**src/source/pdp8Pkg.sv**
```systemverilog
package pdp8Pkg;

  // One 12-bit data or address word
  typedef logic [11:0] pdpWord;

  // Major opcodes in IR bits 11..9
  typedef enum logic [2:0] {
    opAnd, opTad, opIsz, opDca, opJms, opJmp, opIot, opOpr
  } opcodeE;

  // Major states of the instruction sequencer
  typedef enum logic [2:0] {
    idle,
    fetchRead, fetchDecode,
    deferRead, deferLatch,
    execRead, execOperate,
    writeBack
  } majorStateE;

  // Instruction field positions
  localparam int opcodeMsb   = 11;
  localparam int indirectBit = 8;
  localparam int pageBit     = 7;
  localparam int offsetWidth = 7;
  localparam int pageWidth   = 5;

  // Operate group select, bit 0 splits group 2 from group 3
  localparam int groupBit  = 8;
  localparam int group3Bit = 0;

  // Group 1 microcode bits
  localparam int claBit   = 7;
  localparam int cllBit   = 6;
  localparam int cmaBit   = 5;
  localparam int cmlBit   = 4;
  localparam int rarBit   = 3;
  localparam int ralBit   = 2;
  localparam int twiceBit = 1;
  localparam int iacBit   = 0;

  // Group 2 microcode bits, CLA shares claBit
  localparam int smaBit    = 6;
  localparam int szaBit    = 5;
  localparam int snlBit    = 4;
  localparam int invertBit = 3;
  localparam int hltBit    = 1;

endpackage

```
**src/source/memRefUnit.sv**
```systemverilog
`timescale 1ns/1ps

module memRefUnit import pdp8Pkg::*; (
  input  opcodeE opcode,
  input  pdpWord ac,
  input  pdpWord operand,
  output pdpWord result,
  output bit     carry,
  output bit     zero
);

  // 13-bit sums keep the carry out of bit 11
  logic [12:0] addSum;
  logic [12:0] incSum;

  // TAD adds the memory word to AC
  assign addSum = {1'b0, ac} + {1'b0, operand};

  // ISZ increments the memory word itself
  assign incSum = {1'b0, operand} + 13'd1;

  always_comb begin
    result = operand;
    carry  = 1'b0;
    zero   = 1'b0;
    case (opcode)
      opAnd: begin
        // Mask AC with the operand
        result = ac & operand;
      end
      opTad: begin
        // Carry toggles the link in the sequencer
        result = addSum[11:0];
        carry  = addSum[12];
      end
      opIsz: begin
        // Wrap from 7777 to 0000 requests the skip
        result = incSum[11:0];
        zero   = incSum[12];
      end
      default: begin
        // DCA, JMS, JMP and the rest take no arithmetic
        result = operand;
      end
    endcase
  end

endmodule

```
**config.mk**
```make
export PLATFORM = sky130hd
export DESIGN_NAME = memRefUnit
export DESIGN_NICKNAME = d
export VERILOG_FILES = /design/src/source/pdp8Pkg.sv /design/src/source/memRefUnit.sv
export SDC_FILE = /design/constraint.sdc
export NUM_CORES = 1
export LEC_CHECK = 0
export BUFFER_PORTS_ARGS = -buffer_cell sky130_fd_sc_hd__buf_2
export CORE_AREA = 5 5 52 54
export DETAILED_ROUTE_END_ITERATION = 12
export DIE_AREA = 0 0 57 59
export PLACE_DENSITY_LB_ADDON = 0.1
export REMOVE_ABC_BUFFERS = 1
export SETUP_SLACK_MARGIN = 0.5
export SYNTH_ARGS = -nofsm -noshare
export SYNTH_HDL_FRONTEND = slang
export SYNTH_SLANG_ARGS = --single-unit
export TNS_END_PERCENT = 100
```
**constraint.sdc**
```tcl
create_clock -name vclk -period 3.2
set_input_delay 0.48 -clock vclk [all_inputs]
set_output_delay 0.48 -clock vclk [all_outputs]
set_load 0.02 [all_outputs]
```
* Yosys cells after proc, flatten, opt, wreduce, memory -nomap -nowiden
Index checks and enable logic that the tools add are counted.
** Storage, ports and cells
- Register bits :: 0
- Word-level logic and storage cells :: 9
- Output and inout port bits :: 14
- Input port bits :: 27
** Cells by class
- Multiplexer cells :: 3
- Reduce and logical (&&, ||, !) cells :: 1
- Add/subtract/negate cells :: 2
- Equal/unequal tests :: 2
- Bitwise gates (word level) :: 1
** Operator list (count)
- 12-bit one-hot mux with 3 select lines :: 1
- 12-bit by 1-bit adder with 13-bit output (second input constant) :: 1
- 12-bit by 12-bit adder with 13-bit output :: 1
- 12-bit bitwise AND :: 1
- 3-bit by 1-bit == test with 1-bit output (second input constant) :: 1
- 3-bit by 2-bit == test with 1-bit output (second input constant) :: 1
- 3-bit zero test :: 1
- 1-bit two-way mux :: 2

* Depth between registers and ports, before layout
- Depth in word-level cells :: 2
- Gate-level depth with buffers :: 8
- Gate-level depth less buffers :: 8

* Least setup slack after synthesis
OpenSTA, ideal clock, no wires.
- Kind :: input to output
- From :: in ac[0]
- To :: out result[10]
- Stages :: 8
- Buffers on the path :: 0
- Arrival time :: 2270 ps
- Data required time :: 2720 ps
- Path slack :: 450 ps
- Path through :: ha_1 > fa_1 > a21o_1 > nand4_1 > a31oi_1 > o211a_1 > o41a_1 > nand3_1
** Between the ends
- Word-level cells in the longest chain between the ends :: 2
** Ends and longest elaborated chain
- from (decl) :: line memRefUnit.sv:5 : input pdpWord ac,
- 12-bit by 12-bit adder with 13-bit output :: line memRefUnit.sv:17 : assign addSum = {1'b0, ac} + {1'b0, operand};
- 12-bit one-hot mux with 3 select lines :: line memRefUnit.sv:26 : case (opcode)
- to (decl) :: line memRefUnit.sv:7 : output pdpWord result,
Every way passes these cells.

* Worst setup path after layout
- From :: in operand[0]
- To :: out result[10]
** Between the ends
- Word-level cells in the longest chain between the ends :: 2
- Elaborated cells on any way between the ends :: 3
- Classes of those cells :: add/sub: 2; mux: 1
** Ends and longest elaborated chain
- from (decl) :: line memRefUnit.sv:6 : input pdpWord operand,
- 12-bit by 1-bit adder with 13-bit output / 12-bit by 12-bit adder with 13-bit output (equally long branches) :: line memRefUnit.sv:20, memRefUnit.sv:17
- 12-bit one-hot mux with 3 select lines (*) :: line memRefUnit.sv:26
Every way passes the cells marked *; elsewhere a longest branch is shown, timed or not.

==> metrics <==
status finished, final reports clean; final hold viol count 0; Crit Path Class input port to output pin; worst-margin pin slew 0.614 ns; Die X 57 um; first-pass iteration count of the detailed router 4; # clk buffers 0; placed cell count approximately 230; GRT overflow 0; post-DR vias/cell 6.39; syn_area_per_cell 6.49 um^2; count of different cell masters after synthesis slightly above 40; met2 Resource Use GR a little over two fifths; Synth area leaders ha_1, o21ai_0, a21oi_1; WL/cell roughly 17 um; effective utilization at floorplan 50.9%; Synth Area in Simple Gates around 28%; dominant cell by count in the synthesized netlist o21ai_0; Final WS setup 0.443 ns; crit end category output pin; Post-Synth XOR/XNOR Area roughly 5.6%; maximum VDD drop 0.100 mV; Tmin final 2.76 ns; Std-Cell Rows 17; Max Cap Violations 0; setup tns final 0 ns; grt met1 use 28.1%; Synth top area share 14.7%; pin count of the biggest net entering global routing 17; Ant. Diodes 0; DR DRC count 0; share of post-route cells with drive strength above 1 31.8%; CP required 2.72 ns; FMAX 363 MHz; initial antenna violation count 0; synthesis-to-finish area growth 35.4%; Synth Area in Compound Gates 42.1%; design area 1490 um^2; met3 Use GR 2.40%; mux cell area share after synthesis 2.72%; GPL Wtd Cong 0.907; Worst setup SP type input port; Hold Path Class input port to output pin; pre-CTS setup slack 0.166 ns; Initial DRC Count 76; storage element area 0 um^2; worst hold path stage count 4; post-route ant nets 0; largest family of logic cells by synthesized area compound AO/OA/AOI/OAI gates; CP max FO 2; sequential cells 0; first-pass GRT wire length ~6.3 mm; unrepaired setup endpoints after global routing true; io pins 41; placed wire-length estimate 2.83 mm; fin crit share 86.1%; vias in the first global route 1408; PD cells 182 nW/um^2; fin nets 254; GR peak layer met2; Core Box Area between 2000 and 2500 um^2; critical hold path startpoint operand[8]; Mapped Area 1100 um^2; final setup fails 0; leak pwr 0.666 nW; final WL around 4 mm; total track usage 22.6%; sequential-to-total area share from yosys stat 0%; Synth area leader ha_1; post-synthesis adder-cell area fraction 16.6%; Slew Viols, Final 0; relative slew slack between 50% and 60%; Die H 59 um; via count 1528; placed cell areas 1310 um^2; PortBufs 41; Hold EP zero; Crit path arrival time 2.28 ns; Mapped Cells 170; Non-Filler Instances 239; commonest cells in the netlist o21ai_0, a21oi_1, nor2_1, ha_1, nand2_1; Synth Warn # 0; DIE AREA between 3000 and 4000 um^2
## placed cells by master, fill, tap and decap left out, types with 2 or more instances in the layout
master and n:
buf_2 36, a21oi_1 16, nor2_1 15, o21ai_0 15
nand2_1 13, nand3_1 11, buf_4 9, ha_1 8
inv_1 7, a21o_1 6, xnor2_1 5, and3_1 4
nor3_1 4, a22oi_1 4, o22a_1 4, ha_4 4
nor2b_1 3, o221ai_1 3, mux2i_1 3, o21ai_2 2
o21a_1 2, nor4_1 2, and4_1 2, nand4_1 2
xor2_1 2, a31o_2 2, o21ai_1 2, a211oi_2 2
buf_6 2
## final cells by class
cell class         count  area (um^2)
multi-input cells    156         1150
fillers              210          676
repair buffers        48          285
well taps             28         35.0
inverters              7         26.3
## through the flow
stage	total power, mW	hold WS, ns	utilization, %
3_5_place_dp	0.229	1.33	60.5
4_1_cts	0.245	1.33	64.7
2_1_floorplan	0.152	1.09	-
6_report	0.272	1.33	68.9
3_3_place_gp	0.225	1.33	60.5
5_1_grt	0.293	1.36	68.9
## layer usage
layer,up-vias,share of wire (%)
met4,0,0.77
met5,-,0
met3,6,9.0
met2,93,51
li1,736,-
met1,693,39
## logic make-up (layout without fill, tap and decap cells)
logic type                 after synthesis  after routing
and+or+nand+nor                         62             62
xor gates and xnor gates                 7              7
buffers and inverters                   14             55
muxes                                    3              3
AOI/OAI and AO/OA                       70             70
adders and majority gates               14             14
## worst max-delay path: stages
cell,delay (ns)
buf_8,0.10
ha_4,0.15
fa_2,0.35
a21o_1,0.18
nand4_1,0.12
a31oi_2,0.12
o211a_1,0.23
o41a_1,0.32
nand3_1,0.11
buf_6,0.12
## power breakdown
part	switching, mW	internal, mW
combinational	0.155	0.117
clock	0	0
sequential	0	0
## worst max-delay path by stage
stage / startpoint / to / slack (ns) / depth (start not counted)
detailed placement: operand[0] / result[10] / 0.17 / 10
finish: operand[0] / result[10] / 0.44 / 10
global route: operand[0] / result[10] / 0.35 / 10
global placement: operand[0] / result[10] / 0.19 / 10
CTS: operand[0] / result[10] / 0.43 / 10
floorplan: ac[0] / result[10] / 0.45 / 8
## what timing repair did
action | in CTS | in global routing
gates resized for setup | 15 | 12
hold buffers | 0 | 0
setup buffers | 5 | 2
endpoints found under the setup margin | 5 | 7
pin swaps | 8 | 8
hold endpoints to repair | 0 | 0
Note: power is estimated with default switching activity, not from simulation.
