## src/source/pdp8Pkg.sv

```systemverilog
package pdp8Pkg;

  // One 12-bit data or address word
  typedef logic [11:0] pdpWord;

  // Major opcodes in IR bits 11..9
  typedef enum logic [2:0] {
    opAnd, opTad, opIsz, opDca, opJms, opJmp, opIot, opOpr
  } opcodeE;

  // Major states of the instruction sequencer
  typedef enum logic [2:0] {
    idle,
    fetchRead, fetchDecode,
    deferRead, deferLatch,
    execRead, execOperate,
    writeBack
  } majorStateE;

  // Instruction field positions
  localparam int opcodeMsb   = 11;
  localparam int indirectBit = 8;
  localparam int pageBit     = 7;
  localparam int offsetWidth = 7;
  localparam int pageWidth   = 5;

  // Operate group select, bit 0 splits group 2 from group 3
  localparam int groupBit  = 8;
  localparam int group3Bit = 0;

  // Group 1 microcode bits
  localparam int claBit   = 7;
  localparam int cllBit   = 6;
  localparam int cmaBit   = 5;
  localparam int cmlBit   = 4;
  localparam int rarBit   = 3;
  localparam int ralBit   = 2;
  localparam int twiceBit = 1;
  localparam int iacBit   = 0;

  // Group 2 microcode bits, CLA shares claBit
  localparam int smaBit    = 6;
  localparam int szaBit    = 5;
  localparam int snlBit    = 4;
  localparam int invertBit = 3;
  localparam int hltBit    = 1;

endpackage

```

## src/source/operateUnit.sv

```systemverilog
`timescale 1ns/1ps

module operateUnit import pdp8Pkg::*; (
  input  pdpWord ir,
  input  pdpWord ac,
  input  bit     link,
  output pdpWord newAc,
  output bit     newLink,
  output bit     skip,
  output bit     haltRequest
);

  logic        group1;
  logic        group2;
  // Link and AC handled as one 13-bit value, link on top
  logic [12:0] g1Clear;
  logic [12:0] g1Comp;
  logic [12:0] g1Inc;
  logic [12:0] g1Rot;
  logic        acZero;
  logic        anyCondition;

  // Bit 8 clear is group 1, bit 8 set with bit 0 clear is group 2
  assign group1 = ~ir[groupBit];
  assign group2 = ir[groupBit] & ~ir[group3Bit];

  // Step 1, CLA and CLL
  assign g1Clear = {ir[cllBit] ? 1'b0 : link, ir[claBit] ? 12'o0000 : ac};

  // Step 2, CMA and CML
  assign g1Comp = g1Clear ^ {ir[cmlBit], {12{ir[cmaBit]}}};

  // Step 3, IAC carries out of AC into the link
  assign g1Inc = g1Comp + 13'(ir[iacBit]);

  // Step 4, rotates by one or two, or BSW
  always_comb begin
    case ({ir[rarBit], ir[ralBit]})
      2'b10: begin
        // RAR and RTR
        g1Rot = ir[twiceBit] ? {g1Inc[1:0], g1Inc[12:2]} : {g1Inc[0], g1Inc[12:1]};
      end
      2'b01: begin
        // RAL and RTL
        g1Rot = ir[twiceBit] ? {g1Inc[10:0], g1Inc[12:11]} : {g1Inc[11:0], g1Inc[12]};
      end
      2'b00: begin
        // BSW swaps the six-bit halves, link untouched
        g1Rot = ir[twiceBit] ? {g1Inc[12], g1Inc[5:0], g1Inc[11:6]} : g1Inc;
      end
      default: begin
        // Both rotate bits together do nothing here
        g1Rot = g1Inc;
      end
    endcase
  end

  // Skip conditions sampled before CLA
  assign acZero = (ac == 12'o0000);
  assign anyCondition = (ir[smaBit] & ac[11]) |
                        (ir[szaBit] & acZero) |
                        (ir[snlBit] & link);

  // Inverted sense gives SPA, SNA, SZL ANDed, and SKP with none set
  assign skip = group2 & (ir[invertBit] ? ~anyCondition : anyCondition);

  assign haltRequest = group2 & ir[hltBit];

  always_comb begin
    // Group 3 words fall through unchanged
    newAc   = ac;
    newLink = link;
    if (group1) begin
      newAc   = g1Rot[11:0];
      newLink = g1Rot[12];
    end else if (group2) begin
      // CLA after the test, OSR reads as zero
      newAc = ir[claBit] ? 12'o0000 : ac;
    end
  end

endmodule

```

## config.mk

```make
export PLATFORM = sky130hd
export DESIGN_NAME = operateUnit
export DESIGN_NICKNAME = d
export VERILOG_FILES = /design/src/source/pdp8Pkg.sv /design/src/source/operateUnit.sv
export SDC_FILE = /design/constraint.sdc
export NUM_CORES = 1
export LEC_CHECK = 0
export ABC_CLOCK_PERIOD_IN_PS = 11100
export BUFFER_PORTS_ARGS = -buffer_cell sky130_fd_sc_hd__buf_2
export CAP_MARGIN = 20
export CORE_UTILIZATION = 45
export DETAILED_ROUTE_END_ITERATION = 16
export GPL_ROUTABILITY_DRIVEN = 0
export PLACE_DENSITY_LB_ADDON = 0.12
export SETUP_SLACK_MARGIN = 0.15
export SLEW_MARGIN = 5
export SYNTH_ARGS = -nofsm -noshare
export SYNTH_HDL_FRONTEND = slang
export SYNTH_SLANG_ARGS = --single-unit
```

## constraint.sdc

```tcl
create_clock -name vclk -period 11.1
set_input_delay 1.665 -clock vclk [all_inputs]
set_output_delay 1.665 -clock vclk [all_outputs]
set_load 0.005 [all_outputs]
```

# Yosys cells after proc, flatten, opt, wreduce, memory -nomap -nowiden
# Cells that the tools add are included.
[classes]
addsub = 1
eq_ne = 2
mux = 10
bitwise = 11
n_reduce_logical = 2
[op_table]
columns = ["operator", "count"]
rows = [
  ["two-way mux 12 bit", 4],
  ["case mux 13 bit (3 select lines)", 1],
  ["two-way mux 13 bit", 2],
  ["adder 13 x 1 -> 13 bit", 1],
  ["bitwise XOR 13 bit", 1],
  ["zero test 12 bit", 1],
  ["AND 1 bit", 6],
  ["two-way mux 1 bit", 3],
  ["equality test 2 x 1 -> 1 bit (second input constant)", 1],
  ["equality test 2 bit (second input constant)", 1],
  ["zero test 2 bit", 1],
  ["inverter 1 bit", 2],
  ["bitwise OR 1 bit", 2],
]
[word_totals]
ff_bits = 0
input_bits = 25

# Depth between registers and ports, before layout
# Gate-level depths: netlist (run 1).
[depth]
ltp_word = 7
depth_mapped = 14

# Least setup slack after synthesis (run 1)
# No wires, ideal clock.
[synth_path]
path_kind = "input port to output port"
startpoint = "input ir[7]"
endpoint = "output newAc[11]"
arrival_time_ps = 4224
required_ps = 9435
setup_slack_ps = 5211
path_stages = 13
path_cell_list = "buf_4 inv_1 clkbuf_1 nand2_1 xnor2_1 ha_1 ha_1 inv_1 o311a_1 o41ai_2 nand2_2 o211ai_2 a41oi_1"
[synth_via]
elab_chain_len = 6
[synth_rtl]
columns = ["item", "line_no", "rtl"]
rows = [
  ["start, declared", "operateUnit.sv:4", "input pdpWord ir,"],
  ["two-way mux 12 bit (*)", "operateUnit.sv:28, operateUnit.sv:78", ""],
  ["bitwise XOR 13 bit", "operateUnit.sv:31", "assign g1Comp = g1Clear ^ {ir[cmlBit], {12{ir[cmaBit]}}};"],
  ["adder 13 x 1 -> 13 bit", "operateUnit.sv:34", "assign g1Inc = g1Comp + 13'(ir[iacBit]);"],
  ["two-way mux 12 bit (tied with other cells)", "operateUnit.sv:49", "g1Rot = ir[twiceBit] ? {g1Inc[12], g1Inc[5:0], g1Inc[11:6]} : g1Inc;"],
  ["case mux 13 bit (3 select lines)", "operateUnit.sv:38", "case ({ir[rarBit], ir[ralBit]})"],
  ["two-way mux 12 bit (*)", "operateUnit.sv:73", "if (group1) begin"],
  ["end, declared", "operateUnit.sv:7", "output pdpWord newAc,"],
]
# Every way passes the cells marked *; elsewhere a longest branch is shown, timed or not.

# Worst setup path in the final report (run 1)
[layout_path]
startpoint = "input ir[7]"
endpoint = "output newAc[10]"
# Same word-level chain as after synthesis.

==> metrics, run 1 <==
status complete, no violations; Worst-Margin Slew approximately 0.92 ns; Tmin final 6.52 ns; Reg power frac 0%; CORE AREA roughly 0.0038 sq mm; Worst setup EP type primary output; switching share of power between 60 and 70%; largest net degree at the start of global routing 39; Avg Inst Size Synth 6.29 sq um; CTS hold repair buffers 0; simple-gate portion of the synthesized area 36.1%; WL/cell about 17 microns; f_max 153 MHz; Syn. warnings 0; dpl hpwl around 4400 microns; multiplexer share of the synthesized area between 2 and 3%; Critical Path, Cell by Cell buf_2, inv_1, nand2_1, xnor2_1, ha_1, ha_1, a21oi_1, o311ai_1, o31ai_1, a32o_1, a2111oi_0, a22oi_1, buf_2; num rows 22; vias in the first global route 2,042; Peak VDD IR around 0.000019 V; Net count, final about 330; Final Util 51.5%; die area between 0.004 and 0.005 sq mm; routed via count ~2,300; Starting Density around half; Slew Viols, Final 0; Worst Path Required between 9 and 10 ns; RSZ-0062 raised after global routing false; Hold WC Path Type primary input to primary output; number of DRC markers in iteration 0 approximately 280; crit-path max cell delay between 0.3 and 0.4 ns; Gate power share 100.0%; GRT Total Usage between 20% and 30%; Post-Synth Adder-Cell Area approximately 1.4%; Critical path destination newAc[10]; die height between 60 and 70 microns; synthesized area around 0.0018 sq mm; Clock Power Share 0%; num sequential 0; PD cells around 50 mW/mm^2; final setup violation count 0; Resize count post-CTS 0; worst rel slew slack 38.1%; routed vias/inst roughly 6.6; antenna violations before repair 0; xor/xnor share of the synthesized area under 10%; CLK BUF 0; Critical-path top delay cell a2111oi_0; Crit Path Class primary input to primary output; register area share after synthesis 0%; max-capacitance violation count 0; Die W 65.9 microns; Detail Route Antenna Nets 0; Final Cycle Share around three fifths; Compound-Gate Fraction of Synth Area 43.0%; buffer count from post-CTS setup fixing 0; Tot Pwr approximately 95 uW; Pre-antenna DRT Iters 6; CP startpoint ir[7]; Post-Route Setup TNS 0 ns; Syn Inst Count around 300; share of layout cells above drive strength 1 18.8%; area grow syn2layout 6.54%; DRC 0; Total Wirelength about 6000 microns; gr ovfl total 0; FF/Latch Area 0 sq um; Crit Path Max Fanout 20; Synth cell types just under 70; Net Sw Power slightly below 60 uW; Antenna Cells 0; PortBufs 37; WP data arrival slightly below 5 ns; Final Hold Vio Count 0; number of I/O pins 40; Mapped Nets 319; largest family of logic cells by synthesized area compound AO/OA/AOI/OAI gates; first-pass GRT wire length between 10,000 and 15,000 microns; Leak Pwr 0.000717 uW; Int Power 35.8 uW; crit start category primary input
## cells in the mapped netlist, drive strengths merged (5+ instances only)
master | instances | area share (%)
nand2 | 36 | 7.5
or2 | 5 | 1.7
nor2 | 35 | 7.2
clkbuf | 16 | 3.3
nor2b | 7 | 2.4
nor4 | 7 | 3.2
a22oi | 6 | 2.5
buf | 9 | 3.5
xnor2 | 14 | 6.7
o221ai | 5 | 2.4
a21oi | 24 | 6.5
nor3 | 6 | 1.6
inv | 8 | 1.6
nand3 | 6 | 1.6
o311ai | 5 | 2.4
o21ai | 23 | 6.3
and2 | 6 | 2.2
o31ai | 5 | 2.0
## per-layer routing
layer / wire length [microns] / GRT usage, % / up-vias
li1: - / - / 1126
met1: 2730 / 43.2 / 1048
met2: 2630 / 45.5 / 125
met3: 509 / 2.41 / 10
met4: 74 / 4.89 / 0
met5: 0 / 0 / -
## critical path: cells and delay by family
kind / cells / cell delay (ns)
xor gates and xnor gates: 1 / 0.12
buffers and inverters: 3 / 0.76
and+or+nand+nor: 1 / 0.15
AOI/OAI and AO/OA: 6 / 1.48
adders and majority gates: 2 / 0.65
## metrics by stage
step	setup slack, ns	area [sq um]	instances	hold WS, ns
final	4.58	1960	352	3.60
after global routing	4.24	1960	352	3.62
after CTS	4.65	1960	352	3.61
after detailed placement	4.67	1960	352	3.61
after global placement	4.65	1960	352	3.60
after floorplan	5.21	1840	292	3.36
## worst min-delay path by stage
stage | from | endpoint | slack, ns | depth (start not counted)
2_1_floorplan | ir[0] | haltRequest | 3.36 | 1
3_3_place_gp | ir[0] | haltRequest | 3.60 | 3
3_5_place_dp | ir[0] | haltRequest | 3.61 | 3
4_1_cts | ir[0] | haltRequest | 3.61 | 3
5_1_grt | ir[0] | haltRequest | 3.62 | 3
6_report | ir[0] | haltRequest | 3.60 | 3
## cell families (layout without fill, tap and decap cells)
logic type | after synthesis | count (layout)
and+or+nand+nor | 126 | 126
AOI/OAI and AO/OA | 107 | 107
xor gates and xnor gates | 16 | 16
buffers and inverters | 36 | 48
muxes | 5 | 5
adders and majority gates | 2 | 2
## power by group through the flow
stage / registers (uW) / clock network (uW) / logic (uW)
floorplan: 0 / 0 / 68.1
global placement: 0 / 0 / 92.9
detailed placement: 0 / 0 / 93.1
CTS: 0 / 0 / 93.4
global route: 0 / 0 / 106
finish: 0 / 0 / 95.3
## cell type report
type,instances,area (sq um)
Fill cell,388,1840
Multi-Input combinational cell,256,1670
Timing Repair Buffer,37,185
Tap cell,48,60.1
Inverter,11,41.3
## layout by cell type (no fill, tap or decap), types with 6 or more instances in the layout
cell type  instances
nand2_1           35
nor4_1             6
a21oi_1           24
nor3_1             6
nor2_1            35
a22oi_1            6
nand3_1            6
inv_1              8
xnor2_1           14
o21ai_0           22
nor2b_1            7
buf_2             37
Note: power is estimated with default switching activity, not from simulation.
==> run 2: changes to the inputs <==
ABC_AREA = 1   (was not set)
ABC_CLOCK_PERIOD_IN_PS = 5250   (was 11100)
clock period = 5.25 ns   (was 11.1 ns; I/O delays follow)
==> metrics, run 2 <==
commonest non-fill, non-tap cell in the layout nand2_1 (was buf_2); final setup violation count 0 (unchanged); largest net degree at the start of global routing 24 (was 39); die height 61.1 microns (was 65.9 microns); Crit Path Class primary input to primary output (unchanged); Starting Density 47.1% (was 48.3%); f_max around 250 MHz; worst rel slew slack 48.6% (was 38.1%); vias in the first global route 1,663 (was 2,042); number of I/O pins 40 (unchanged); WP data arrival 3.16 ns (was 4.85 ns); GRT Total Usage 26.1% (was 29.2%); crit start category primary input (unchanged); CTS hold repair buffers 0 (unchanged); gr ovfl total 0 (unchanged); routed vias/inst 5.30 (was 6.56); first-pass GRT wire length 7510 microns (was 10,100 microns); share of layout cells above drive strength 1 28.1% (was 18.8%); PD cells 97.0 mW/mm^2 (was 48.7 mW/mm^2); Worst Path Required 4.46 ns (was 9.44 ns); Tmin final a little under 4 ns; Peak VDD IR 0.0000501 V (was 0.0000187 V); die area 0.00374 sq mm (was 0.00434 sq mm); Pre-antenna DRT Iters 4 (was 6); final hold slack 1.88 ns (was 3.60 ns); PortBufs 37 (unchanged); status complete, no violations (unchanged); most frequent cells in the layout nand2_1, nand3_1, buf_2 (was buf_2, nand2_1, nor2_1); area grow syn2layout 11.1% (was 6.54%); RSZ-0062 raised after global routing false (unchanged); Fillers 384 (was 388); post-synth top area share 22.4% (was 7.16%); dpl hpwl 3740 microns (was 4350 microns); Slew Viols, Final 0 (unchanged); buffer count from post-CTS setup fixing 0 (unchanged); Resize count post-CTS 0 (unchanged); Mapped Nets 321 (was 319); DRC 0 (unchanged); Net count, final 349 (was 333); Synth cell types 35 (was 68); num sequential 0 (unchanged); Worst-Margin Slew 0.771 ns (was 0.921 ns); max-capacitance violation count 0 (unchanged); Total Wirelength 4550 microns (was 5940 microns); cell accounting for the most synthesized area nand2_1 (unchanged); CLK BUF 0 (unchanged); Area contributors post-synth nand2_1, nand3_1, nand3_2 (was nand2_1, nor2_1, xnor2_1); num rows 21 (was 22); top cell types by occurrence after synthesis nand2_1, nand3_1, inv_1, nand2_2, nor2_1 (was nand2_1, nor2_1, a21oi_1, o21ai_0, clkbuf_1); Crit Path Max Fanout 23 (was 20); Worst setup EP type primary output (unchanged); CORE AREA 0.00334 sq mm (was 0.00380 sq mm); Hold WC Path Type primary input to primary output (unchanged); Syn Inst Count 294 (was 292); Antenna Cells 0 (unchanged); Syn. warnings 0 (unchanged); synthesized area 0.00157 sq mm (was 0.00184 sq mm); routed via count 1,938 (was 2,309); register area share after synthesis 0% (unchanged); FF/Latch Area 0 sq um (unchanged); Final Hold Vio Count 0 (unchanged); Post-Route Setup TNS 0 ns (unchanged); antenna violations before repair 0 (unchanged); Final Cycle Share around three quarters; Detail Route Antenna Nets 0 (unchanged); cell with the most instances after synthesis nand2_1; number of DRC markers in iteration 0 95 (was 275); WL/cell 12.4 microns (was 16.9 microns); Leak Pwr 0.000934 uW (was 0.000717 uW); Avg Inst Size Synth 5.35 sq um (was 6.29 sq um); Die W 61.1 microns (was 65.9 microns)
## run 2: changes by cell type after synthesis, sizes merged, moves of 6 or more
cell | previous run | this run
o21ai | 23 | 3
inv | 8 | 29
nand2 | 36 | 116
a22oi | 6 | 0
nor2b | 7 | 0
clkbuf | 16 | 6
nor2 | 35 | 23
nand3 | 6 | 76
xnor2 | 14 | 0
a21oi | 24 | 7
## run 2: power breakdown
| group | leakage [uW] | switching [uW] | internal, uW |
|---|---|---|---|
| registers | 0 | 0 | 0 |
| clock network | 0 | 0 | 0 |
| logic | 0.000934 | 109 | 60.0 |
| total | 0.000934 | 109 | 60.0 |
## run 2: cell type report
| class | instances | area, sq um | area share, % |
|---|---|---|---|
| inverters | 30 | 118 | 6.73 |
| repair buffers | 37 | 185 | 10.6 |
| multi-input cells | 253 | 1390 | 79.4 |
| well taps | 46 | 57.6 | 3.30 |
## run 2: worst paths after layout
check        to  slack [ns]  depth (start not counted)   from
min    newAc[0]        1.88                          4  ac[0]
max    newAc[9]        1.30                         17  ir[7]
## run 2: logic make-up (layout without fill, tap and decap cells)
family / count (synthesis) / in the layout / share of synthesized area, %
adders and majority gates: 2 / 2 / 1.59
AOI/OAI and AO/OA: 20 / 20 / 8.99
xor gates and xnor gates: 3 / 3 / 1.67
and+or+nand+nor: 228 / 228 / 75.9
buffers and inverters: 41 / 67 / 11.9
## run 2: critical path: stages
cell and delay, ns:
buf_2 0.11, inv_2 0.28, nand2_1 0.11, xor2_1 0.15, inv_1 0.06, ha_1 0.18, ha_1 0.20, nand3_2 0.12
nor2_1 0.18, nand3_1 0.12, nand2_1 0.11, nand3_1 0.13, nand3_1 0.13, nand3_1 0.07, o21bai_1 0.21, nand2_1 0.07
buf_2 0.13
## run 2: per-layer routing
layer | routed length (microns) | GRT usage (%) | vias up
li1 | - | - | 1027
met1 | 2150 | 39.0 | 833
met2 | 1990 | 41.5 | 69
met3 | 323 | 1.26 | 9
met4 | 80 | 4.87 | 0
met5 | 0 | 0 | -
## run 2: stage by stage
| step | utilization (%) | instance area [sq um] | power, uW | cells | setup slack (ns) |
|---|---|---|---|---|---|
| after floorplan | - | 1570 | 122 | 294 | 1.97 |
| after global placement | 52.3 | 1750 | 168 | 366 | 1.28 |
| after detailed placement | 52.3 | 1750 | 167 | 366 | 1.28 |
| after CTS | 52.3 | 1750 | 168 | 366 | 1.28 |
| after global routing | 52.3 | 1750 | 191 | 366 | 1.02 |
| final | 52.3 | 1750 | 169 | 366 | 1.30 |
