## src/source/pdp8Pkg.sv

```systemverilog
package pdp8Pkg;

  // One 12-bit data or address word
  typedef logic [11:0] pdpWord;

  // Major opcodes in IR bits 11..9
  typedef enum logic [2:0] {
    opAnd, opTad, opIsz, opDca, opJms, opJmp, opIot, opOpr
  } opcodeE;

  // Major states of the instruction sequencer
  typedef enum logic [2:0] {
    idle,
    fetchRead, fetchDecode,
    deferRead, deferLatch,
    execRead, execOperate,
    writeBack
  } majorStateE;

  // Instruction field positions
  localparam int opcodeMsb   = 11;
  localparam int indirectBit = 8;
  localparam int pageBit     = 7;
  localparam int offsetWidth = 7;
  localparam int pageWidth   = 5;

  // Operate group select, bit 0 splits group 2 from group 3
  localparam int groupBit  = 8;
  localparam int group3Bit = 0;

  // Group 1 microcode bits
  localparam int claBit   = 7;
  localparam int cllBit   = 6;
  localparam int cmaBit   = 5;
  localparam int cmlBit   = 4;
  localparam int rarBit   = 3;
  localparam int ralBit   = 2;
  localparam int twiceBit = 1;
  localparam int iacBit   = 0;

  // Group 2 microcode bits, CLA shares claBit
  localparam int smaBit    = 6;
  localparam int szaBit    = 5;
  localparam int snlBit    = 4;
  localparam int invertBit = 3;
  localparam int hltBit    = 1;

endpackage

```

## src/source/majorStateSequencer.sv

```systemverilog
`timescale 1ns/1ps

module majorStateSequencer import pdp8Pkg::*; #(
  parameter pdpWord resetVector = 12'o0200
) (
  input  bit     SYSCLK,
  input  bit     reset,
  input  bit     run,
  input  bit     halt,
  // Core memory
  input  pdpWord memReadData,
  output pdpWord memAddr,
  output bit     memWrite,
  output pdpWord memWriteData,
  // Memory reference arithmetic
  output opcodeE mrOpcode,
  output pdpWord mrOperand,
  input  pdpWord mrResult,
  input  bit     mrCarry,
  input  bit     mrZero,
  // Operate microcode
  input  pdpWord opNewAc,
  input  bit     opNewLink,
  input  bit     opSkip,
  input  bit     opHalt,
  // Processor registers
  output pdpWord ir,
  output pdpWord pc,
  output pdpWord ac,
  output bit     link,
  output bit     running,
  output bit     instrDone
);

  majorStateE state;
  majorStateE afterRetire;
  pdpWord     ea;
  pdpWord     dataLatch;
  pdpWord     pcInc;
  opcodeE     fetchedOp;
  opcodeE     irOp;
  logic       fetchedIndirect;
  logic       needsWriteBack;
  logic       retire;
  logic       stopNow;

  // Page zero or page of the instruction itself
  function automatic pdpWord directAddress(pdpWord word, pdpWord instrAddr);
    logic [pageWidth-1:0] page;
    page = word[pageBit] ? instrAddr[opcodeMsb -: pageWidth] : '0;
    return {page, word[offsetWidth-1:0]};
  endfunction

  function automatic logic isMemRef(opcodeE op);
    return op inside {opAnd, opTad, opIsz, opDca, opJms, opJmp};
  endfunction

  // Opcodes that need the operand word read
  function automatic logic readsOperand(opcodeE op);
    return op inside {opAnd, opTad, opIsz};
  endfunction

  // Decode straight off the read data during fetchDecode
  assign fetchedOp       = opcodeE'(memReadData[opcodeMsb -: 3]);
  assign fetchedIndirect = memReadData[indirectBit] & isMemRef(fetchedOp);
  assign irOp            = opcodeE'(ir[opcodeMsb -: 3]);

  assign pcInc = pc + 12'd1;

  // ISZ, DCA and JMS end with a memory write
  assign needsWriteBack = irOp inside {opIsz, opDca, opJms};
  assign retire = ((state == execOperate) && !needsWriteBack) || (state == writeBack);

  // HLT, or the panel halt level, stops at the end of this instruction
  assign stopNow     = halt || ((irOp == opOpr) && opHalt);
  assign afterRetire = stopNow ? idle : fetchRead;

  // Arithmetic unit sees the operand as it leaves memory
  assign mrOpcode  = irOp;
  assign mrOperand = memReadData;

  // Address mux, PC unless the effective address is wanted
  always_comb begin
    case (state)
      deferRead, execRead, writeBack: memAddr = ea;
      default: memAddr = pc;
    endcase
  end

  assign memWrite     = (state == writeBack);
  assign memWriteData = dataLatch;

  // IR, effective address and write data latches
  always_ff @(posedge SYSCLK) begin
    if (state == fetchDecode) begin
      ir <= memReadData;
      ea <= directAddress(memReadData, pc);
    end else if (state == deferLatch) begin
      // One level of indirection
      ea <= memReadData;
    end
    if (state == execOperate) begin
      // ISZ result, DCA accumulator, or JMS return address
      case (irOp)
        opIsz: dataLatch <= mrResult;
        opDca: dataLatch <= ac;
        default: dataLatch <= pc;
      endcase
    end
  end

  always_ff @(posedge SYSCLK) begin
    if (reset) begin
      state     <= idle;
      pc        <= resetVector;
      ac        <= 12'o0000;
      link      <= 1'b0;
      running   <= 1'b0;
      instrDone <= 1'b0;
    end else begin
      instrDone <= retire;
      if (retire && stopNow) begin
        running <= 1'b0;
      end
      case (state)
        idle: begin
          if (run) begin
            running <= 1'b1;
            state   <= fetchRead;
          end
        end
        fetchRead: begin
          state <= fetchDecode;
        end
        fetchDecode: begin
          pc <= pcInc;
          if (fetchedIndirect) begin
            state <= deferRead;
          end else if (readsOperand(fetchedOp)) begin
            state <= execRead;
          end else begin
            state <= execOperate;
          end
        end
        deferRead: begin
          state <= deferLatch;
        end
        deferLatch: begin
          state <= readsOperand(irOp) ? execRead : execOperate;
        end
        execRead: begin
          state <= execOperate;
        end
        execOperate: begin
          case (irOp)
            opAnd: ac <= mrResult;
            opTad: begin
              ac   <= mrResult;
              link <= link ^ mrCarry;
            end
            opIsz: begin
              if (mrZero) begin
                pc <= pcInc;
              end
            end
            opJmp: pc <= ea;
            opOpr: begin
              ac   <= opNewAc;
              link <= opNewLink;
              if (opSkip) begin
                pc <= pcInc;
              end
            end
            // IOT is a no-op, DCA and JMS finish in writeBack
            default: ;
          endcase
          state <= needsWriteBack ? writeBack : afterRetire;
        end
        writeBack: begin
          if (irOp == opDca) begin
            ac <= 12'o0000;
          end
          // Subroutine body starts after the stored return address
          if (irOp == opJms) begin
            pc <= ea + 12'd1;
          end
          state <= afterRetire;
        end
        default: begin
          state <= idle;
        end
      endcase
    end
  end

endmodule

```

## config.mk

```make
export PLATFORM = sky130hd
export DESIGN_NAME = majorStateSequencer
export DESIGN_NICKNAME = d
export VERILOG_FILES = /design/src/source/pdp8Pkg.sv /design/src/source/majorStateSequencer.sv
export SDC_FILE = /design/constraint.sdc
export NUM_CORES = 1
export LEC_CHECK = 0
export ABC_AREA = 1
export BUFFER_PORTS_ARGS = -buffer_cell sky130_fd_sc_hd__buf_2
export CAP_MARGIN = 25
export CORE_UTILIZATION = 30
export DETAILED_ROUTE_END_ITERATION = 6
export PLACE_DENSITY = 0.52
export SLEW_MARGIN = 20
export SYNTH_ARGS = -nofsm -noshare
export SYNTH_HDL_FRONTEND = slang
export SYNTH_SLANG_ARGS = --single-unit
```

## constraint.sdc

```tcl
create_clock -name SYSCLK -period 4.2 [get_ports SYSCLK]
set_input_delay 0.21 -clock SYSCLK [delete_from_list [all_inputs] [get_ports SYSCLK]]
set_output_delay 0.21 -clock SYSCLK [all_outputs]
set_load 0.05 [all_outputs]
```

# == After elaboration in Yosys (flattened, before gate mapping) ==
# Cells that the tools add are included.
# totals
reg_bits,66
inputBits,45
out_inout_bits,79
elab_cells,84
# op_classes
add_sub_neg,2
eq_ne,25
muxes,24
bitwise_logic,2
n_reduce_logical,22
# op_table
cell,count
2-to-1 mux 12 bit,7
one-hot mux 12 bit (2 select lines),3
one-hot mux 12 bit (3 select lines),2
"== test 3 bit, second input constant",9
"adder 12 x 1 -> 12 bit, second input constant",2
one-hot mux 3 bit (8 select lines),1
"== test 3 x 2 -> 1 bit, second input constant",6
nonzero test 3 bit,4
"== test 3 x 1 -> 1 bit, second input constant",3
zero test 3 bit,3
2-to-1 mux 3 bit,3
"inequality test 3 bit, second input constant",2
nonzero test 2 bit,3
nonzero test 6 bit,1
2-to-1 mux 5 bit,1
AND reduction 5 bit,1
2-to-1 mux 1 bit,4
2-to-1 mux 2 bit,2
"inequality test 2 x 1 -> 1 bit, second input constant",2
"inequality test 4 x 2 -> 1 bit, second input constant",1
logical AND 1 bit,3
"inequality test 3 x 2 -> 1 bit, second input constant",1
AND reduction 3 bit,1
OR reduction 3 bit,1
other kinds (8),9

# == Depth between registers and ports, before layout ==
# Gate-level depths: netlist of run 1.
# depth
ltp_word,9
depth_mapped,11
mapped_depth_nobuf,11

# == Worst setup path after synthesis of run 1 ==
# OpenSTA, ideal clock, no wires.
# synth_timing
path_type,register -> output
start,register state[2]
end,output memAddr[11]
t_arrival_ps,1992
required_ps,3990
setup_slack_ps,1998
path_stages_with_launch,7
path_buffers,2
cell_sequence,dfxtp_1 > buf_2 > inv_1 > nand2_1 > nand2_1 > clkbuf_1 > o21ai_0
# synth_between
elab_chain_cells,3
elab_cells_between_ends,5
cone_classes,3 x eq/ne; 1 x mux; 1 x reduce/logical
# synth_lines
element,line,text
from (decl),majorStateSequencer.sv:35,majorStateE state;
from (signal assigned),majorStateSequencer.sv:114,state <= idle;
from (signal assigned),majorStateSequencer.sv:129,state <= fetchRead;
from (signal assigned),majorStateSequencer.sv:133,state <= fetchDecode;
== test 3 bit or == test 3 x 2 -> 1 bit (tied branches),majorStateSequencer.sv:84,case (state)
OR reduction 3 bit *,majorStateSequencer.sv:84,
2-to-1 mux 12 bit *,majorStateSequencer.sv:84,
to (decl),majorStateSequencer.sv:12,"output pdpWord memAddr,"
# Every way passes the cells marked *; elsewhere a longest branch is shown, timed or not.

# == Worst setup path in the final report of run 1 ==
# layout_timing
start,register state[2]
end,register running
# layout_between
elab_chain_cells,7
elab_cells_between_ends,9
cone_classes,2 x eq/ne; 3 x mux; 4 x reduce/logical
# layout_lines
element,line,text
== test 3 bit,majorStateSequencer.sv:72,assign retire = ((state == execOperate) && !needsWriteBack) || (state == writeBack);
logical AND 1 bit,majorStateSequencer.sv:72,
logical OR 1 bit,majorStateSequencer.sv:72,
logical AND 1 bit,majorStateSequencer.sv:122,if (retire && stopNow) begin
2-to-1 mux 1 bit,majorStateSequencer.sv:122,
2-to-1 mux 1 bit,majorStateSequencer.sv:127,if (run) begin
2-to-1 mux 1 bit *,majorStateSequencer.sv:125,case (state)
to (signal assigned),majorStateSequencer.sv:118,running <= 1'b0;
to (signal assigned),majorStateSequencer.sv:123,running <= 1'b0;
to (signal assigned),majorStateSequencer.sv:128,running <= 1'b1;
to (decl),majorStateSequencer.sv:31,"output bit running,"
# Marked as above.
# A chain may end at the register's enable or synchronous reset.

==> impl_metrics.csv, run 1 <==
group,metric,value,unit
outcome,status,"finished clean",
grt,grt_pass1_vias,3863,
timing,hold_violations,0,
cts,htree_levels,3,
timing,worst_pin_slew,0.9084,ns
final_layout,nFillCells,1366,
drt,drc_errors,0,
timing,max_freq,381.2,MHz
die,die_w,115.7,um
setup_path,startpoint_type,"flop",
die,die-area,13370,um2
yosys,syn_inst,532,
setup_path,slowest_delay,0.76,ns
timing,skew,0.009098,ns
final_layout,num_antenna_cells,0,
setup_path,critPathKind,"reg -> reg",
timing,setup_viol_count_final,0,
cts,ctsResizeCount,0,
setup_path,path_buf_inv,2,
placed_design,gp_congestion,0.8775,
drt,wire_per_inst,15.93,um
power_and_ir_drop,ir_worst_vdd,254.6,uV
die,core_area,12620,um2
timing,period_share,62.46,%
cts,cts_hold_buffers,0,
drt,drtIter0Drc,217,
timing,slew_violations,0,
timing,rsz0062_at_grt,"false",
yosys,yosys-top-cells-count,"nand2_1 (129), nor2_1 (58), inv_1 (53)",
yosys,yosysTopAreaCellShare,27.90,%
setup_path,r2r-end,"running",
placed_design,dp_slack,1.667,ns
cts,clk_pin_slew,0.06,ns
setup_path,path_depth,7,
setup_path,cp-end-kind,"flop",
timing,finalCriticalPeriod,2.623,ns
setup_path,cp-startpoint,"state[2]",
die,io_pins,124,
placed_design,port-buffer-count,123,
yosys,synthesis.nets,579,
grt,grt_first_pass_wirelength,20390,um
placed_design,hpwlAfterDp,9622,um
run,cap_violations,0,
yosys,synth_area_leaders,"edfxtp_1 (28%), dfxtp_1 (15%), nand2_1 (12%), nand3_1 (6.6%), nor2_1 (5.6%)",
drt,antenna_left,0,
yosys,ys_types,33,
final_layout,multiInputGateArea,1777,um2
grt,grt_overflow,0,
timing,setup_ws,1.577,ns
cts,cts_sinks,66,
yosys,synth_edf_count,36,
drt,vias_per_cell,4.921,
grt,grt_max_degree,26,
yosys,yosys.area.top_type,"edfxtp_1",
die,start_util,30.71,%
power_and_ir_drop,p_int,1486,uW
power_and_ir_drop,pwr-share-seq,36.0,%
die,die_h,115.7,um
power_and_ir_drop,clkPwrFrac,38.3,%
grt,gr-usage-all-layers,20.60,%
final_layout,regArea,1682,um2
setup_path,critical_path.slowest_cell,"nor2_2",
hold_path,min_from,"memReadData[8]",
setup_path,rr_worst_depth,7,
timing,holdWs,0.06875,ns
final_layout,syn2layout_area_growth,25.31,%
yosys,synthesis.area,3875,um2
timing,relSlewSlack,39.38,%
power_and_ir_drop,p_leak,0.002191,uW
power_and_ir_drop,combPwrFrac,25.7,%
cts,cts_tree,"yes",
timing,fin_setup_tns,0,ns
yosys,ys_seq_area_share,43.40,%
yosys,avgSynthCellArea,7.284,um2
die,std_cell_rows,41,
yosys,synth_ff_type,"edfxtp_1",
drt,dr_total_vias,3991,
yosys,synth_most_common_cell,"nand2_1",
power_and_ir_drop,p_sw_share,35.14,%
hold_path,hold_path_class,"in -> reg",
cts,clockBufferDepth,2,
setup_path,crit_chain,"nand2_1 > nor2_2 > inv_1 > o21ai_0 > inv_1 > nor2_1 > o21ai_0",
setup_path,r2r_start,"state[2]",
drt,wirelength,12920,um
cts,cts_root_buffer,"clkbuf_16",
power_and_ir_drop,power.density,471.7,nW/um2
yosys,yosysWarningCount,0,
setup_path,crit_fanout,16,
drt,firstDrtPassIters,5,
cts,insertion_delay,0.34,ns
grt,antenna_found_initial,0,
yosys,synthArstFlopShare,0,%
setup_path,endpoint,"running",
final_layout,final_util,38.48,%
final_layout,nNetsFinal,681,
setup_path,r2r_slack,1.58,ns
setup_path,critPathRequiredTime,4.42,ns
setup_path,cp.arrival,2.84,ns
final_layout,drive_gt1_share,24.88,%
cts,cts_inserted_buffers,9,
setup_path,critical-path-top-delay-family,"simple AND/OR/NAND/NOR gates",
power_and_ir_drop,netSwitchingPower,805.0,uW
cts,post_cts_buffers,0,
yosys,synth_seq_cells,66,
==> layout make-up <==
| class | instances | area share, % |
|---|---|---|
| clock buffers | 11 | 4.999 |
| clock inverters | 5 | 2.113 |
| inverters | 59 | 4.561 |
| multi-input cells | 375 | 36.59 |
| flip-flops and latches | 66 | 34.63 |
| well taps | 172 | 4.432 |
| repair buffers | 123 | 12.68 |
==> through the flow <==
step | total power, uW | cell area, um2 | instances
6_report | 2291 | 4856 | 811
5_1_grt | 2397 | 4856 | 811
4_1_cts | 2308 | 4856 | 811
3_5_place_dp | 1426 | 4511 | 795
3_3_place_gp | 1424 | 4511 | 795
2_1_floorplan | 1262 | 3875 | 532
==> cells by family after synthesis <==
logic type | after synthesis | share of synthesized area [%]
AND/OR/NAND/NOR | 260 | 28.54
adder cells (fa/ha/maj) | 2 | 0.6457
AO/OA/AOI/OAI | 111 | 16.15
XOR/XNOR | 1 | 0.2261
buffers and inverters | 91 | 10.75
multiplexers | 1 | 0.2906
flip-flops | 66 | 43.40
==> worst min path at each step <==
stage | to | slack (ns) | depth (start not counted)
floorplan | ea[0] | 0.31 | 0
global placement | ea[1] | 0.41 | 1
detailed placement | ir[8] | 0.42 | 1
CTS | ir[8] | 0.06 | 1
global route | ir[8] | 0.06 | 1
finish | ir[8] | 0.07 | 1
==> power by group through the flow <==
stage / Sequential [uW] / Combinational (uW) / Clock, uW
final: 825 / 589 / 877
after global routing: 832 / 644 / 921
after CTS: 824 / 591 / 893
after detailed placement: 837 / 589 / 0
after global placement: 836 / 588 / 0
after floorplan: 920 / 342 / 0
==> state kept, by name, summed over array words and instances (netlist names) <==
| signal | flops |
|---|---|
| ac | 12 |
| ea | 12 |
| ir | 12 |
| memWriteData | 12 |
| pc | 12 |
| state | 3 |
| instrDone | 1 |
| link | 1 |
| running | 1 |
==> cells in the final DEF, fill, tap and decap left out <==
cell type,netlist,final
a41oi_1,1,1
nor2_4,2,2
or2_2,3,3
a21boi_0,1,1
buf_2,6,123
nand2_1,129,129
dfxtp_1,30,30
o21ai_2,1,1
clkbuf_16,0,9
a31oi_1,1,1
clkbuf_1,7,1
clkinv_2,0,1
bufinv_16,0,3
inv_2,6,6
ha_1,2,2
mux2_2,1,1
xor2_1,1,1
o21ai_0,43,43
nor2_1,58,58
o211ai_1,6,6
o221ai_1,9,9
o21ai_1,11,11
clkbuf_8,0,1
edfxtp_1,36,36
clkinvlp_4,0,1
nand2_4,1,1
nand4_1,8,8
nand3_1,51,51
nor3_1,3,3
inv_1,53,53
a21oi_2,2,2
nor2_2,4,4
a22oi_1,1,1
nand2_2,1,1
a21oi_1,35,35
==> layer usage <==
metal | up-vias | share of wire (%) | wire (um) | global-route usage (%)
met5 | - | 0 | 0 | 0
met4 | 0 | 1.9 | 250 | 8.034
met3 | 18 | 4.9 | 631 | 4.393
met2 | 123 | 48 | 6166 | 33.81
met1 | 1871 | 45 | 5871 | 26.53
li1 | 1979 | - | - | -
Note: power is estimated with default switching activity, not from simulation.
==> inputs of run 2 (changes only) <==
--- a/config.mk
+++ b/config.mk
@@ -5,12 +5,12 @@
 export SDC_FILE = /design/constraint.sdc
 export NUM_CORES = 1
 export LEC_CHECK = 0
-export ABC_AREA = 1
+export ABC_AREA = 0
 export BUFFER_PORTS_ARGS = -buffer_cell sky130_fd_sc_hd__buf_2
 export CAP_MARGIN = 25
 export CORE_UTILIZATION = 30
 export DETAILED_ROUTE_END_ITERATION = 6
-export PLACE_DENSITY = 0.52
+export PLACE_DENSITY = 0.54
 export SLEW_MARGIN = 20
 export SYNTH_ARGS = -nofsm -noshare
 export SYNTH_HDL_FRONTEND = slang
==> constraint.sdc (replaced) <==
create_clock -name SYSCLK -period 2.15 [get_ports SYSCLK]
set_input_delay 0.1075 -clock SYSCLK [delete_from_list [all_inputs] [get_ports SYSCLK]]
set_output_delay 0.1075 -clock SYSCLK [all_outputs]
set_load 0.05 [all_outputs]
==> run 2 against run 1 <==
Flip-flop and latch count is the same. Via count shrank 10%. Sequential share of layout area shrank 0.82 points. Total power grew to 2.6 times the previous value. Setup slack lost 1.5 ns. Combinational power grew to 4.4 times the previous value. Global-route usage shrank 2.8 points. Non-clock buffer count grew 38. Clock power grew 63%. Utilization grew 2.3 points.
==> impl_metrics.csv, run 2 <==
group,metric,value,unit
timing,period_share,96.15,%
drt,wire_per_inst,16.30,um
yosys,ys_types,55,
grt,grt_first_pass_wirelength,17970,um
setup_path,critPathRequiredTime,2.04,ns
setup_path,path_buf_inv,3,
timing,relSlewSlack,53.48,%
timing,finalCriticalPeriod,2.067,ns
yosys,synth_most_common_cell,"nand2_1",
yosys,synthesis.area,3832,um2
die,core_area,12210,um2
yosys,ys_seq_area_share,43.88,%
power_and_ir_drop,p_leak,0.002194,uW
cts,cts_inserted_buffers,9,
setup_path,cp_common_cell,"buf_2",
yosys,yosysWarningCount,0,
yosys,avgSynthCellArea,9.147,um2
timing,rsz0062_at_grt,"false",
yosys,synth_edf_count,36,
yosys,yosys.area.top_type,"edfxtp_1",
grt,antenna_found_initial,0,
setup_path,critical-path-top-delay-family,"buffers and inverters",
cts,clockBufferDepth,2,
outcome,status,"finished clean",
cts,clk_pin_slew,0.05,ns
drt,vias_per_cell,5.018,
yosys,synthArstFlopShare,0,%
grt,gr-usage-all-layers,17.82,%
setup_path,cp-end-kind,"primary output",
drt,wirelength,11670,um
cts,cts_tree,"yes",
yosys,yosysTopAreaCellShare,28.21,%
final_layout,final_cell_mix,"buf_2 (124), nand2_1 (63), edfxtp_1 (36)",
timing,setup_ws,0.08288,ns
drt,antenna_left,0,
power_and_ir_drop,power.density,1213,nW/um2
setup_path,crit_fanout,12,
cts,htree_levels,3,
die,io_pins,124,
final_layout,nNetsFinal,590,
timing,hold_violations,0,
final_layout,design_area,4977,um2
setup_path,r2r_start,"ir[10]",
final_layout,num_antenna_cells,0,
cts,insertion_delay,0.33,ns
die,std_cell_rows,40,
grt,grt_max_degree,32,
die,die-area,13230,um2
die,die_h,115.0,um
setup_path,critical_path.slowest_cell,"dfxtp_1",
placed_design,dp_slack,0.1556,ns
setup_path,cp.arrival,1.96,ns
hold_path,holdPathEnd,"running",
grt,grt_use_met1,24.22,%
die,die_w,115.0,um
grt,grt_use_met2,28.55,%
power_and_ir_drop,power,6036,uW
hold_path,hold_path_class,"in -> reg",
run,cap_violations,0,
final_layout,final_common_cell,"buf_2",
drt,dr_total_vias,3593,
placed_design,gp_congestion,0.8429,
grt,grt.busiest_layer,"met2",
timing,setup_viol_count_final,0,
timing,fin_setup_tns,0,ns
yosys,syn_inst,419,
final_layout,nFillCells,1284,
hold_path,min_from,"run",
setup_path,startpoint_type,"flop",
timing,slew_violations,0,
drt,drc_errors,0,
final_layout,syn2layout_area_growth,29.87,%
setup_path,rr_worst_depth,5,
drt,firstDrtPassIters,5,
setup_path,critPathKind,"reg -> out",
grt,grt_pass1_vias,3439,
grt,grt_overflow,0,
cts,cts_sinks,66,
yosys,synth_ff_type,"edfxtp_1",
grt,grtUsageMet3,3.901,%
yosys,synth_area_leaders,"edfxtp_1 (28%), dfxtp_1 (16%), mux2i_1 (6.5%), nand2_1 (6.2%), o21ai_0 (4.0%)",
drt,drtIter0Drc,299,
placed_design,port-buffer-count,123,
yosys,yosys-top-cells-count,"nand2_1 (63), edfxtp_1 (36), nor2_1 (35)",
timing,max_freq,483.8,MHz
cts,cts_root_buffer,"clkbuf_16",
placed_design,hpwlAfterDp,8468,um
final_layout,drive_gt1_share,34.67,%
yosys,synthesis.nets,466,
yosys,synth_seq_cells,66,
hold_path,holdPathStages,3,
timing,skew,0.006644,ns
timing,worst_pin_slew,0.6978,ns
setup_path,r2r_slack,0.26,ns
die,start_util,31.38,%
power_and_ir_drop,ir_worst_vdd,671.7,uV
setup_path,slowest_delay,0.42,ns
setup_path,crit_chain,"buf_4 > o21ai_2 > buf_2 > mux2_2 > buf_2",
placed_design,place_area,4597,um2
setup_path,r2r-end,"pc[0]",
-- run 2: cell types whose count changed after synthesis, sizes merged, moves of 10 or more --
cell / change
a21oi: -12
inv: -52
mux2: +10
mux2i: +25
nand2: -68
nand3: -40
nor2: -29
nor3: +10
o21ai: -23
-- run 2: routing by layer --
| metal | vias up | part of all wire (%) |
|---|---|---|
| li1 | 1749 | - |
| met1 | 1675 | 46 |
| met2 | 155 | 46 |
| met3 | 14 | 6.6 |
| met4 | 0 | 1.2 |
| met5 | - | 0 |
-- run 2: worst max-delay path by stage --
stage / start / to / slack, ns / depth (start not counted)
floorplan: ir[10] / pc[4] / 0.15 / 7
global placement: ir[10] / pc[8] / 0.21 / 6
detailed placement: ir[10] / pc[8] / 0.16 / 6
CTS: state[2] / memAddr[8] / 0.05 / 5
global route: state[1] / memAddr[6] / 0.005 / 5
finish: state[1] / memAddr[6] / 0.08 / 5
-- run 2: worst register-to-register path: cells and delay by family, from the launching register on --
kind	cells	cell delay, ns
compound gates	2	0.57
flops	1	0.54
simple gates	3	0.64
-- run 2: stage by stage --
step	hold WS [ns]	cells	utilization [%]
after floorplan	0.2064	419	-
after global placement	0.3114	691	37.64
after detailed placement	0.3204	691	37.64
after CTS	0.02593	715	40.66
after global routing	0.04362	716	40.76
final	0.03191	716	40.76
-- run 2: cells by family (layout without fill, tap and decap cells) --
group / after synthesis / in the layout / synth area share (%)
and+or+nand+nor: 154 / 154 / 19.16
AOI/OAI and AO/OA: 95 / 95 / 15.87
muxes: 36 / 36 / 9.762
DFF: 66 / 66 / 43.88
adders and majority gates: 2 / 2 / 0.6529
xor gates and xnor gates: 10 / 10 / 2.285
buffers and inverters: 56 / 185 / 8.390
-- run 2: cell type report --
class / instances / area, um2 / share of cell area, %
clock inverters: 5 / 45.04 / 0.9050
repair buffers: 161 / 930.9 / 18.70
inverters: 8 / 30.03 / 0.6033
multi-input cells: 297 / 1836 / 36.88
well taps: 168 / 210.2 / 4.223
flip-flops and latches: 66 / 1683 / 33.81
clock buffers: 11 / 242.7 / 4.877
-- run 2: repair_timing --
action / 4_1_cts / 5_1_grt
hold buffers: 8 / 0
setup endpoints to repair: 0 / 15
resized for setup: 0 / 7
buffers inserted: 0 / 0
endpoints found under the hold margin: 15 / 0
-- run 2: power by group --
part	switching, uW	total, uW	internal [uW]
logic	1750	2570	814
registers	365	2040	1670
clock network	517	1430	913
==> inputs of run 3 (changes only) <==
--- a/config.mk
+++ b/config.mk
@@ -5,7 +5,7 @@
 export SDC_FILE = /design/constraint.sdc
 export NUM_CORES = 1
 export LEC_CHECK = 0
-export ABC_AREA = 0
+export ABC_AREA = 1
 export BUFFER_PORTS_ARGS = -buffer_cell sky130_fd_sc_hd__buf_2
 export CAP_MARGIN = 25
 export CORE_UTILIZATION = 30
==> run 3 against run 2 <==
Sequential share of layout area shrank 0.18 points. Global-route usage grew 2.3 points. Register-to-register slack gained 0.09 ns. Critical endpoint is now memAddr[1].
==> impl_metrics.csv, run 3 (synthesized netlist as in run 1, its figures left out) <==
group,metric,value,unit
outcome,status,"finished clean",
drt,dr_wl_met2,6184,um
setup_path,rr_worst_depth,10,
cts,cts_hold_buffers,8,
final_layout,nNetsFinal,704,
setup_path,startpoint_type,"flop",
setup_path,crit_chain,"inv_1 > nand2_1 > nand2_1 > buf_4 > mux2_2 > buf_2",
placed_design,hpwlAfterDp,9882,um
setup_path,r2r_start,"ir[10]",
die,die-area,13370,um2
timing,fin_setup_tns,0,ns
final_layout,multiInputGateArea,1777,um2
die,die_w,115.7,um
setup_path,r2r-end,"pc[9]",
setup_path,cp.arrival,1.86,ns
hold_path,hold_path_class,"in -> reg",
setup_path,critical-path-top-delay-family,"buffers and inverters",
power_and_ir_drop,power.density,861.0,nW/um2
cts,insertion_delay,0.35,ns
grt,grt_overflow,0,
cts,cts_inserted_buffers,9,
drt,firstDrtPassIters,5,
timing,max_freq,509.5,MHz
die,io_pins,124,
grt,grt_max_degree,25,
grt,grt_first_pass_wirelength,19840,um
hold_path,min_from,"memReadData[1]",
placed_design,port-buffer-count,123,
grt,antenna_found_initial,0,
final_layout,regArea,1682,um2
drt,dr_total_vias,4119,
setup_path,path_buf_inv,3,
run,cap_violations,0,
setup_path,crit_fanout,23,
timing,setup_viol_count_final,0,
setup_path,r2r_slack,0.35,ns
drt,drt-met1-wl,6044,um
final_layout,num_antenna_cells,0,
drt,drtIter0Drc,272,
placed_design,gp_congestion,0.8489,
final_layout,nFillCells,1381,
timing,period_share,91.29,%
drt,drc_errors,0,
setup_path,cp-end-kind,"primary output",
power_and_ir_drop,p_int,2699,uW
final_layout,final_cell_mix,"nand2_1 (129), buf_2 (123), nor2_1 (58)",
final_layout,drive_gt1_share,26.13,%
cts,cts_tree,"yes",
drt,antenna_left,0,
setup_path,critPathRequiredTime,2.04,ns
timing,hold_violations,0,
timing,skew,0.009220,ns
timing,holdWs,0.005392,ns
timing,relSlewSlack,69.34,%
hold_path,holdPathEnd,"ea[1]",
power_and_ir_drop,clkPwrFrac,34.9,%
final_layout,syn2layout_area_growth,29.03,%
timing,rsz0062_at_grt,"false",
grt,grt_pass1_vias,3757,
grt,gr-usage-all-layers,20.15,%
drt,dr.max_layer_used,"met4",
timing,worst_pin_slew,0.4595,ns
power_and_ir_drop,combPwrFrac,28.0,%
drt,vias_per_cell,4.939,
die,die_h,115.7,um
power_and_ir_drop,p_sw_share,37.31,%
setup_path,cp-startpoint,"state[2]",
drt,wl_met3,607,um
power_and_ir_drop,ir_worst_vdd,395.0,uV
setup_path,slowest_delay,0.41,ns
setup_path,critPathKind,"reg -> out",
cts,clk_pin_slew,0.06,ns
timing,slew_violations,0,
power_and_ir_drop,p_leak,0.002272,uW
setup_path,cp_common_cell,"nand2_1",
die,start_util,30.71,%
final_layout,final_common_cell,"nand2_1",
power_and_ir_drop,netSwitchingPower,1606,uW
hold_path,holdPathStages,1,
timing,finalCriticalPeriod,1.963,ns
power_and_ir_drop,pwr-share-seq,37.1,%
cts,post_cts_buffers,0,
cts,cts_root_buffer,"clkbuf_16",
die,std_cell_rows,41,
drt,wirelength,13130,um
cts,ctsResizeCount,0,
die,core_area,12620,um2
cts,htree_levels,3,
drt,wire_per_inst,15.74,um
cts,cts_sinks,66,
cts,clockBufferDepth,2,
setup_path,critical_path.slowest_cell,"mux2_2",
==> run 3: how the worst max path moves through the flow <==
| stage | to | depth (start not counted) |
|---|---|---|
| floorplan | memAddr[11] | 6 |
| global route | memAddr[1] | 6 |
| detailed placement | pc[9] | 10 |
| CTS | memAddr[11] | 6 |
| finish | memAddr[1] | 6 |
| global placement | pc[9] | 10 |
==> run 3: per-stage QoR <==
stage,cell area [um2],util [%],setup slack (ns),total power [uW],instances
after floorplan,3875,-,0.05036,2464,532
after global placement,4623,36.63,0.3914,2810,810
after detailed placement,4623,36.63,0.3473,2818,810
after CTS,5000,39.62,0.1923,4333,834
after global routing,5000,39.62,0.07296,4501,834
final,5000,39.62,0.1872,4305,834
==> run 3: power groups by stage <==
stage                     combinational, uW  sequential (uW)  clock, uW
after floorplan                         667             1800          0
after global placement                 1190             1620          0
after detailed placement               1200             1620          0
after CTS                              1210             1600       1530
after global routing                   1310             1620       1580
final                                  1200             1600       1500
==> run 3: final cells by class <==
type	instances	area share [%]
Multi-Input combinational cell	375	35.54
Sequential cell	66	33.63
Timing Repair Buffer	146	16.17
Clock buffer	11	4.855
Inverter	59	4.429
Tap cell	172	4.304
Clock inverter	5	1.076
==> run 3: per-layer routing <==
layer / up-vias / GRT usage, %
li1: 2024 / -
met1: 1936 / 26.30
met2: 135 / 32.85
met3: 24 / 3.295
met4: 0 / 8.974
met5: - / 0
==> run 3: worst reg2reg max path: stages (launching register included) <==
cell and delay (ns):
edfxtp_1 0.50, inv_2 0.16, nor2_4 0.05, buf_4 0.20, nand3_1 0.08, nand3_1 0.10
a21oi_2 0.13, buf_4 0.23, nand3_1 0.14, nand2_1 0.08, inv_1 0.03
